$ cat src/verilog/seq_pkg.sv
package seq_pkg;

	// field widths
	localparam int TIME_W   = 32;
	localparam int DATA_W   = 32;
	localparam int ADDR_W   = 16;
	localparam int SAMPLE_W = 16;
	localparam int CMD_W    = TIME_W + DATA_W + ADDR_W;

	// command layout: time in the top bits, then data, address at the bottom
	localparam int ADDR_LSB = 0;
	localparam int DATA_LSB = ADDR_LSB + ADDR_W;
	localparam int TIME_LSB = DATA_LSB + DATA_W;

	// timestamp and current time
	typedef logic [TIME_W-1:0] time_t;

	// bus side
	typedef logic [ADDR_W-1:0] bus_addr_t;
	typedef logic [DATA_W-1:0] bus_data_t;

	// dac stream payload
	typedef logic [SAMPLE_W-1:0] sample_t;

	// full command word as written by the host
	typedef logic [CMD_W-1:0] cmd_t;

endpackage

$ cat src/verilog/bus_issue.sv
`timescale 1ns/100ps

module bus_issue #(
	parameter seq_pkg::bus_addr_t DAC_ADDR = 16'h0040
) (
	input  logic               clk,
	input  logic               rst,
	input  logic               release_pulse,
	input  seq_pkg::bus_addr_t slot_addr,
	input  seq_pkg::bus_data_t slot_data,
	input  logic               dac_empty,
	output logic               dac_rd,
	input  seq_pkg::sample_t   dac_dout,
	output seq_pkg::bus_addr_t bus_addr,
	output seq_pkg::bus_data_t bus_data,
	output logic               bus_en,
	output logic               bus_wr
);

	import seq_pkg::*;

	logic      dac_hit;
	logic      sample_sel;
	bus_data_t data_q;

	assign dac_hit = (slot_addr == DAC_ADDR);

	// sample arrives from the fifo in the bus cycle
	// empty sample fifo falls back to the command data
	assign dac_rd = release_pulse && dac_hit && !dac_empty;

	always_ff @(posedge clk or posedge rst) begin
		if (rst) begin
			bus_en     <= 1'b0;
			bus_wr     <= 1'b0;
			sample_sel <= 1'b0;
		end else begin
			bus_en     <= release_pulse;
			bus_wr     <= release_pulse;
			sample_sel <= dac_rd;
		end
	end

	always_ff @(posedge clk) begin
		if (release_pulse) begin
			bus_addr <= slot_addr;
			data_q   <= slot_data;
		end
	end

	// zero-extended sample or the command's own data
	assign bus_data = sample_sel ? {{(DATA_W - SAMPLE_W){1'b0}}, dac_dout} : data_q;

	// only write cycles on this bus
	a_en_is_wr: assert property (@(posedge clk) disable iff (rst) bus_en == bus_wr)
		else $error("bus_issue: bus_en and bus_wr differ");

endmodule

$ cat src/verilog/cmd_decode.sv
`timescale 1ns/100ps

module cmd_decode (
	input  logic               clk,
	input  logic               rst,
	input  seq_pkg::cmd_t      cmd_dout,
	input  logic               cmd_empty,
	output logic               cmd_rd,
	input  logic               take,
	output logic               slot_valid,
	output seq_pkg::time_t     slot_time,
	output seq_pkg::bus_addr_t slot_addr,
	output seq_pkg::bus_data_t slot_data
);

	import seq_pkg::*;

	// read issued last cycle so the word is on cmd_dout now
	logic rd_pending;
	logic slot_free;

	// slot counts as free in the cycle it is being taken
	assign slot_free = !slot_valid || take;

	// one read in flight at most
	assign cmd_rd = slot_free && !cmd_empty && !rd_pending;

	always_ff @(posedge clk or posedge rst) begin
		if (rst) begin
			rd_pending <= 1'b0;
			slot_valid <= 1'b0;
		end else begin
			rd_pending <= cmd_rd;
			if (rd_pending)
				slot_valid <= 1'b1;
			else if (take)
				slot_valid <= 1'b0;
		end
	end

	// split the command word into its fields
	always_ff @(posedge clk) begin
		if (rd_pending) begin
			slot_time <= cmd_dout[TIME_LSB +: TIME_W];
			slot_data <= cmd_dout[DATA_LSB +: DATA_W];
			slot_addr <= cmd_dout[ADDR_LSB +: ADDR_W];
		end
	end

endmodule

$ cat src/verilog/cmd_execute.sv
`timescale 1ns/100ps

module cmd_execute (
	input  logic           clk,
	input  logic           rst,
	input  logic           slot_valid,
	input  seq_pkg::time_t slot_time,
	input  seq_pkg::time_t now,
	output logic           release_pulse
);

	logic immediate;
	logic due;

	// zero timestamp skips the time compare
	assign immediate = (slot_time == '0);

	// past timestamps also count as due
	assign due = (now >= slot_time);

	assign release_pulse = slot_valid && (immediate || due);

	// release only fires on a held command, and the slot drains on that edge
	a_release_drains_slot: assert property (@(posedge clk) disable iff (rst)
		release_pulse |-> slot_valid ##1 !slot_valid)
		else $error("cmd_execute: slot still held after release");

endmodule

$ cat src/verilog/sync_fifo.sv
`timescale 1ns/100ps

module sync_fifo #(
	parameter type payload_t = logic [7:0],
	parameter int  DEPTH     = 8
) (
	input  logic     clk,
	input  logic     rst,
	input  logic     wr,
	input  payload_t din,
	input  logic     rd,
	output payload_t dout,
	output logic     empty,
	output logic     full
);

	localparam int PTR_W = (DEPTH > 1) ? $clog2(DEPTH) : 1;
	localparam int CNT_W = $clog2(DEPTH + 1);

	payload_t         mem [DEPTH];
	logic [PTR_W-1:0] wr_ptr;
	logic [PTR_W-1:0] rd_ptr;
	logic [CNT_W-1:0] count;
	logic             do_wr;
	logic             do_rd;

	// wrap at DEPTH, which need not be a power of two
	function automatic logic [PTR_W-1:0] next_ptr(input logic [PTR_W-1:0] ptr);
		if (ptr == PTR_W'(DEPTH - 1))
			return '0;
		return ptr + 1'b1;
	endfunction

	assign do_wr = wr && !full;
	assign do_rd = rd && !empty;

	assign empty = (count == '0);
	assign full  = (count == CNT_W'(DEPTH));

	always_ff @(posedge clk or posedge rst) begin
		if (rst) begin
			wr_ptr <= '0;
			rd_ptr <= '0;
			count  <= '0;
		end else begin
			if (do_wr)
				wr_ptr <= next_ptr(wr_ptr);
			if (do_rd)
				rd_ptr <= next_ptr(rd_ptr);
			// occupancy only moves when exactly one side is active
			if (do_wr && !do_rd)
				count <= count + 1'b1;
			else if (do_rd && !do_wr)
				count <= count - 1'b1;
		end
	end

	// storage and registered read port
	always_ff @(posedge clk) begin
		if (do_wr)
			mem[wr_ptr] <= din;
		if (do_rd)
			dout <= mem[rd_ptr];
	end

	// producer must honour full, else the word is lost
	a_no_overflow: assert property (@(posedge clk) disable iff (rst) wr |-> !full)
		else $error("sync_fifo: write while full, word dropped");

	// consumer must honour empty
	a_no_underflow: assert property (@(posedge clk) disable iff (rst) rd |-> !empty)
		else $error("sync_fifo: read while empty");

endmodule

$ cat src/verilog/time_base.sv
`timescale 1ns/100ps

module time_base (
	input  logic           clk,
	input  logic           rst,
	output seq_pkg::time_t now
);

	// cycle count since reset release
	// wraps silently after 2^32 cycles
	always_ff @(posedge clk or posedge rst) begin
		if (rst)
			now <= '0;
		else
			now <= now + 1'b1;
	end

endmodule

$ cat src/verilog/timed_sequencer.sv
`timescale 1ns/100ps

module timed_sequencer #(
	parameter int                 CMD_DEPTH = 8,
	parameter int                 DAC_DEPTH = 16,
	parameter seq_pkg::bus_addr_t DAC_ADDR  = 16'h0040
) (
	input  logic               clk,
	input  logic               rst,
	input  logic               cmd_wr,
	input  seq_pkg::cmd_t      cmd_data,
	output logic               cmd_full,
	input  logic               dac_wr,
	input  seq_pkg::sample_t   dac_data,
	output logic               dac_full,
	output seq_pkg::bus_addr_t bus_addr,
	output seq_pkg::bus_data_t bus_data,
	output logic               bus_en,
	output logic               bus_wr
);

	import seq_pkg::*;

	cmd_t      cmd_dout;
	logic      cmd_empty;
	logic      cmd_rd;
	sample_t   dac_dout;
	logic      dac_empty;
	logic      dac_rd;
	time_t     now;
	logic      slot_valid;
	time_t     slot_time;
	bus_addr_t slot_addr;
	bus_data_t slot_data;
	logic      release_pulse;

	// host command queue
	sync_fifo #(.payload_t(cmd_t), .DEPTH(CMD_DEPTH)) cmd_fifo_inst (
		.clk   (clk),
		.rst   (rst),
		.wr    (cmd_wr),
		.din   (cmd_data),
		.rd    (cmd_rd),
		.dout  (cmd_dout),
		.empty (cmd_empty),
		.full  (cmd_full)
	);

	// dac sample stream
	sync_fifo #(.payload_t(sample_t), .DEPTH(DAC_DEPTH)) dac_fifo_inst (
		.clk   (clk),
		.rst   (rst),
		.wr    (dac_wr),
		.din   (dac_data),
		.rd    (dac_rd),
		.dout  (dac_dout),
		.empty (dac_empty),
		.full  (dac_full)
	);

	time_base time_base_inst (
		.clk (clk),
		.rst (rst),
		.now (now)
	);

	// release doubles as the take strobe for the slot
	cmd_decode cmd_decode_inst (
		.clk        (clk),
		.rst        (rst),
		.cmd_dout   (cmd_dout),
		.cmd_empty  (cmd_empty),
		.cmd_rd     (cmd_rd),
		.take       (release_pulse),
		.slot_valid (slot_valid),
		.slot_time  (slot_time),
		.slot_addr  (slot_addr),
		.slot_data  (slot_data)
	);

	cmd_execute cmd_execute_inst (
		.clk           (clk),
		.rst           (rst),
		.slot_valid    (slot_valid),
		.slot_time     (slot_time),
		.now           (now),
		.release_pulse (release_pulse)
	);

	bus_issue #(.DAC_ADDR(DAC_ADDR)) bus_issue_inst (
		.clk           (clk),
		.rst           (rst),
		.release_pulse (release_pulse),
		.slot_addr     (slot_addr),
		.slot_data     (slot_data),
		.dac_empty     (dac_empty),
		.dac_rd        (dac_rd),
		.dac_dout      (dac_dout),
		.bus_addr      (bus_addr),
		.bus_data      (bus_data),
		.bus_en        (bus_en),
		.bus_wr        (bus_wr)
	);

endmodule
$ cat config.mk
export PLATFORM = sky130hd
export DESIGN_NAME = timed_sequencer
export DESIGN_NICKNAME = d
export VERILOG_FILES = /design/src/verilog/seq_pkg.sv /design/src/verilog/bus_issue.sv /design/src/verilog/cmd_decode.sv /design/src/verilog/cmd_execute.sv /design/src/verilog/sync_fifo.sv /design/src/verilog/time_base.sv /design/src/verilog/timed_sequencer.sv
export SDC_FILE = /design/constraint.sdc
export NUM_CORES = 1
export LEC_CHECK = 0
export BUFFER_PORTS_ARGS = -buffer_cell sky130_fd_sc_hd__buf_2
export CORE_MARGIN = 1
export CORE_UTILIZATION = 40
export DETAILED_ROUTE_END_ITERATION = 12
export PLACE_DENSITY = 0.6
export SLEW_MARGIN = 20
export SYNTH_ARGS = -nofsm -noshare
export SYNTH_HDL_FRONTEND = slang
export SYNTH_HIERARCHICAL = 1
export SYNTH_SLANG_ARGS = --single-unit
$ cat constraint.sdc
create_clock -name clk -period 10.65 [get_ports clk]
set_input_delay 2.13 -clock clk [delete_from_list [all_inputs] [get_ports clk]]
set_output_delay 2.13 -clock clk [all_outputs]
set_load 0.1 [all_outputs]
==> results of run 1 <==
cells in the mapped netlist, types with 5 or more instances:
master / number / share of area
a21o_1: 8 / 0.0013
inv_1: 71 / 0.0059
ha_1: 50 / 0.014
nor4_2: 7 / 0.0019
o21ai_1: 15 / 0.0016
buf_4: 5 / 0.00083
a21oi_1: 15 / 0.0016
nand2b_1: 6 / 0.00083
xor2_1: 20 / 0.0039
nor4_1: 16 / 0.0022
and3_1: 6 / 0.00083
clkbuf_1: 22 / 0.0018
nor2b_1: 21 / 0.0029
buf_12: 11 / 0.0048
o221ai_1: 17 / 0.0033
nand4_1: 13 / 0.0018
mux4_2: 196 / 0.097
nor2_1: 28 / 0.0023
xnor2_1: 18 / 0.0035
edfxtp_1: 1120 / 0.74
nand2_1: 31 / 0.0026
buf_1: 7 / 0.00058
buf_6: 7 / 0.0017
nand3_1: 21 / 0.0023
and2b_1: 14 / 0.0023
mux2_4: 91 / 0.030
dfrtp_1: 59 / 0.032
mux4_1: 12 / 0.0069
and4_1: 7 / 0.0013
a221o_1: 16 / 0.0035
o21ai_0: 10 / 0.0011
nor3_1: 14 / 0.0015
buf_2: 30 / 0.0033
mux2_2: 40 / 0.0099
critical path: stages (launching register included):
cell	delay (ps)
dfrtp_1	450
ha_1	330
and3_1	150
o21ai_0	80
a311oi_1	290
o311ai_1	190
a31oi_4	210
buf_4	640
inv_1	160
a211oi_2	330
o41ai_2	220
inv_4	470
buf_4	680
sequential cells by signal, summed over array words and instances, names as in the netlist, 3 cells and up:
register	flops
cmd_fifo_inst/mem	640
dac_fifo_inst/mem	256
cmd_fifo_inst/dout	80
bus_issue_inst/data_q	32
cmd_decode_inst/slot_data	32
cmd_decode_inst/slot_time	32
time_base_inst/now	32
bus_issue_inst/bus_addr	16
cmd_decode_inst/slot_addr	16
dac_fifo_inst/dout	16
dac_fifo_inst/count	5
cmd_fifo_inst/count	4
dac_fifo_inst/rd_ptr	4
dac_fifo_inst/wr_ptr	4
cmd_fifo_inst/rd_ptr	3
cmd_fifo_inst/wr_ptr	3
power by group through the flow:
stage / Combinational, mW / Sequential, mW / Clock, mW
after floorplan: 0.528 / 5.83 / 0
after global placement: 0.867 / 5.79 / 0
after detailed placement: 0.892 / 5.83 / 0
after CTS: 0.894 / 5.73 / 4.28
after global routing: 0.941 / 5.76 / 4.45
final: 0.872 / 5.73 / 4.19
path summary, 6_finish.rpt:
kind | endpoint | cells past startpoint | from | slack, ps
worst min register to register | bus_issue_inst/data_q[18]$_DFFE_PP_ | 0 | cmd_decode_inst/slot_data[18]$_DFFE_PP_ | 410
worst max-delay path | cmd_fifo_inst/dout[75]$_DFFE_PP_ | 12 | time_base_inst/now[2]$_DFF_PP0_ | 5960
worst min-delay path | bus_issue_inst/data_q[18]$_DFFE_PP_ | 0 | cmd_decode_inst/slot_data[18]$_DFFE_PP_ | 410
worst max register to register | cmd_fifo_inst/dout[75]$_DFFE_PP_ | 12 | time_base_inst/now[2]$_DFF_PP0_ | 5960
max in group asynchronous | dac_fifo_inst/rd_ptr[1]$_DFFE_PP0P_ | 2 | rst | 8660
min in group asynchronous | cmd_decode_inst/slot_valid$_DFFE_PP0P_ | 2 | rst | 1350
metrics by stage:
step	cell area (um^2)	std cells
3_3_place_gp	48000	3676
6_report	52000	3905
4_1_cts	52000	3898
3_5_place_dp	48000	3676
2_1_floorplan	45500	2066
5_1_grt	52000	3901
cell families after synthesis:
family                   after synthesis
flip-flops                          1179
multiplexers                         345
adder cells (fa/ha/maj)               52
buffers and inverters                155
AO/OA/AOI/OAI                         97
XOR/XNOR                              38
AND/OR/NAND/NOR                      200
per-layer routing:
metal	global-route usage	up-vias
li1	-	8949
met1	0.205	10700
met2	0.269	482
met3	0.0546	200
met4	0.0494	38
met5	0	-
cell type report:
| type | count | area share |
|---|---|---|
| multi-input combinational | 732 | 0.185 |
| inverter | 72 | 0.00524 |
| clock inverter | 72 | 0.0162 |
| tap | 1500 | 0.0361 |
| timing repair buffer | 194 | 0.0209 |
| antenna | 6 | 0.000289 |
| clock buffer | 150 | 0.0606 |
| sequential | 1179 | 0.675 |
==> metrics.cfg, run 1 <==
[drt]
wl_per_cell_um=24.0
wirelength_um=93500
route.detailed.drc=0
via_per_inst=5.22
wl_met1_um=38400
ant_nets=0
drt_iter0_drc=1480
routed.top_layer=met5
vias=20400
drtPass1Iterations=5
wl_met3_um=7010
met2_wirelength_um=45200

[timing]
setup_viol=0
max_freq_ghz=0.213
worst_hold_slack_ps=412
relSlewSlack=0.254
rsz0062_at_grt=false
min_period_over_period=0.441
fin_ws_ps=5960
worst_pin_slew_ps=1120
period_minus_slack_ps=4690
setup-tns-final_ps=0
finClkSkew_ps=65.6
slew_viol_final=0
finalHoldViolCount=0

[synth]
synth.distinct_cells=65
syn_area_per_cell_um2=22.0
synth_edf_count=1120
ys_async_sr_fraction=0.0500
ys_ff_latch=1179
synth.mux.area_fraction=0.145
synth_compound_area_frac=0.0157
synthXorXnorAreaFrac=0.00731
synth_fp_nets=2218
synth_fa_ha_area_frac=0.0146
yosysSeqAreaShare=0.772
syn_inst=2066
synth_flop_cell=edfxtp_1
synth-simple-area-share=0.0261
synth_top_family_by_area=multiplexers
syn_area_um2=45500
synth_warnings=6

[cts]
cts_tree=yes
ctsResizeCount=0
ctsHoldBuffers=0
cts-root-buf=clkbuf_16
clk_pin_slew_ps=60
insertion_delay_ps=730
post_cts_buffers=0
numClockSinks=1179
numCtsBuffers=117
cts_max_level=3
clockBufferDepth=3

[final_layout]
multi_input_area_um2=9650
mostFrequentLayoutCells=edfxtp_1 (1120), mux4_2 (196), buf_2 (151)
regArea_um2=35100
fillers=9315
final_core_util=0.462
layout-drive-gt1-share=0.312
final_common_cell=edfxtp_1
final_nets=2448
syn_to_final_growth_pct=14.3

[power]
power_frac_seq=0.531
switching_share=0.228
clock_power_share=0.388
p_leak_nw=17.4
p_int_mw=8.33
p_sw_mw=2.46
p_total_mw=10.8
pwr_density_cell_nw_per_um2=207
p_comb_frac=0.081
ir_drop_uv=158

[floorplanning]
io_pins=152
initial_core_util=0.404
coreArea_um2=113000
die_x_um=339
dieArea_um2=115000
num_rows=123
die_y_um=339

[setup_path]
crit_fanout=51
arrival_ps=5030
required_ps=10990
cp-start-kind=flip-flop
end_kind=flip-flop
critical_path_class=reg2reg

[grt]
grt_max_degree=67
grt_pass1_vias=21600
grt_overflow=0
antenna_found_initial=29
grt_first_pass_wirelength_um=140000
grt_usage=0.163

[status]
outcome=finished clean

[hold_path]
hold_path_class=reg2reg

[placement]
io_buffers=151
post-place-ws_ps=5860
hpwl_um=53600
gp_congestion=0.793

[job]
cap_violations=0

Power figures use the tool's default switching activity.
==> run 2: changes to the inputs <==
- PLACE_DENSITY: 0.6 -> 0.62
- clock period: 10.65 -> 4.3 ns (I/O delays scaled with it)
==> metrics.cfg, run 2 (synthesis gave the netlist of run 1 again) <==
[floorplanning]
initial_core_util=0.404
die_y_um=339
coreArea_um2=113000
io_pins=152
num_rows=123
dieArea_um2=115000
die_x_um=339

[setup_path]
crit_path_start=time_base_inst/now[15]$_DFF_PP0_
cp-start-kind=flip-flop
crit_fanout=5
arrival_ps=4620
path_common_cell=ha_1
path_cells=ha_1, and4_1, nand2_1, a311oi_1, o311ai_1, a31oi_4, nand2b_1, nor4_2, o21ai_2, ha_1, inv_1, ha_1, a21o_1, a21oi_1, mux2i_1, xnor2_1
end_kind=flip-flop
cpPeakStageDelay_ps=450
timing.rr.start=time_base_inst/now[15]$_DFF_PP0_
cpMaxStageDelayCell=dfrtp_1
required_ps=4920
critical_path_class=reg2reg

[status]
outcome=finished clean

[placement]
placedInstanceArea_um2=48300
io_buffers=151
hpwl_um=54500
post-place-ws_ps=333
gp_congestion=0.795

[drt]
ant_nets=0
vias=20400
wl_per_cell_um=23.8
wirelength_um=93300
drtPass1Iterations=7
drt_iter0_drc=1624
route.detailed.drc=0
via_per_inst=5.21

[cts]
cts_max_level=3
clockBufferDepth=3
numClockSinks=1179
cts-root-buf=clkbuf_16
insertion_delay_ps=700
cts_tree=yes
clk_pin_slew_ps=60
numCtsBuffers=116
post_cts_buffers=0
ctsResizeCount=0
ctsHoldBuffers=0

[grt]
grt_max_degree=69
use_met1=0.213
antenna_found_initial=33
grt_pass1_vias=21700
gr-max-usage-layer=met2
grt_first_pass_wirelength_um=140000
use_met2=0.276
grt_overflow=0
grt_usage=0.164
use_met3=0.0349

[final_layout]
multi_input_area_um2=9660
final_common_cell=edfxtp_1
syn_to_final_growth_pct=14.8
largest_reg_flops=640
layout-drive-gt1-share=0.314
fillers=9380
fin_area_um2=52200
regArea_um2=35100
largest_registers=cmd_fifo_inst/mem x640, dac_fifo_inst/mem x256, cmd_fifo_inst/dout x80
mostFrequentLayoutCells=edfxtp_1 (1120), mux4_2 (196), buf_2 (151)
final_nets=2465
regMostFlops=cmd_fifo_inst/mem

[timing]
slew_viol_final=0
fin_ws_ps=295
finalHoldViolCount=0
setup_viol=0
finClkSkew_ps=51.9
max_freq_ghz=0.250
min_period_over_period=0.931
relSlewSlack=0.292
rsz0062_at_grt=false
worst_pin_slew_ps=1060
period_minus_slack_ps=4000

[power]
pwr_density_cell_nw_per_um2=509
p_total_mw=26.6
ir_drop_uv=371
p_leak_nw=17.5

[job]
cap_violations=0

[hold_path]
hold_path_class=in2async

==> run 2: cell types whose count changed in the layout (fill, tap and decap cells not counted), sizes merged <==
cell	change
inv	+3
buf	+18
clkinvlp	+6
clkbuf	-8
clkinv	-5
diode	+1
==> run 2: layout make-up <==
| cell class | count | share of cell area |
|---|---|---|
| Sequential cell | 1179 | 0.673 |
| Multi-Input combinational cell | 732 | 0.185 |
| Clock buffer | 142 | 0.0586 |
| Tap cell | 1500 | 0.0359 |
| Timing Repair Buffer | 212 | 0.0266 |
| Clock inverter | 76 | 0.0155 |
| Inverter | 72 | 0.00525 |
| Antenna cell | 7 | 0.000335 |
==> run 2: final timing paths <==
kind	slack [ps]	depth (start not counted)	to
setup reg to reg	300	16	dac_fifo_inst/count[4]$_DFFE_PP0P_
setup / recovery	300	16	dac_fifo_inst/count[4]$_DFFE_PP0P_
hold reg to reg	380	0	bus_issue_inst/data_q[14]$_DFFE_PP_
hold / removal	140	2	cmd_decode_inst/slot_valid$_DFFE_PP0P_
min in group clk	380	0	bus_issue_inst/data_q[14]$_DFFE_PP_
max in group asynchronous	3550	3	time_base_inst/now[16]$_DFF_PP0_
==> run 2: routing by layer <==
metal / share of wire / up-vias
met2: 0.50 / 500
met4: 0.023 / 34
met5: 0.0023 / -
met3: 0.061 / 187
met1: 0.41 / 10700
li1: - / 8994
==> run 2: critical path: cells and delay by family, from the launching register on <==
kind	cells	cell delay (ps)
fa+ha+maj	3	880
mux	1	240
simple gates	4	730
buf+inv	1	180
flops	1	450
xor+xnor	1	140
compound gates	6	1320
==> run 2: metrics by stage <==
step	hold slack [ps]	util	TNS, ps	std cells
floorplan	400	-	-154320	2066
global placement	401	0.429	0	3695
detailed placement	405	0.429	0	3695
CTS	109	0.463	0	3913
global route	122	0.463	0	3914
finish	141	0.464	0	3920
==> run 2: where the power goes <==
part	switching [mW]	internal [mW]	leakage (nW)	total [mW]
clock network	4.25	5.91	1.87	10.2
registers	0.355	13.8	10.9	14.2
logic	1.41	0.806	4.73	2.21
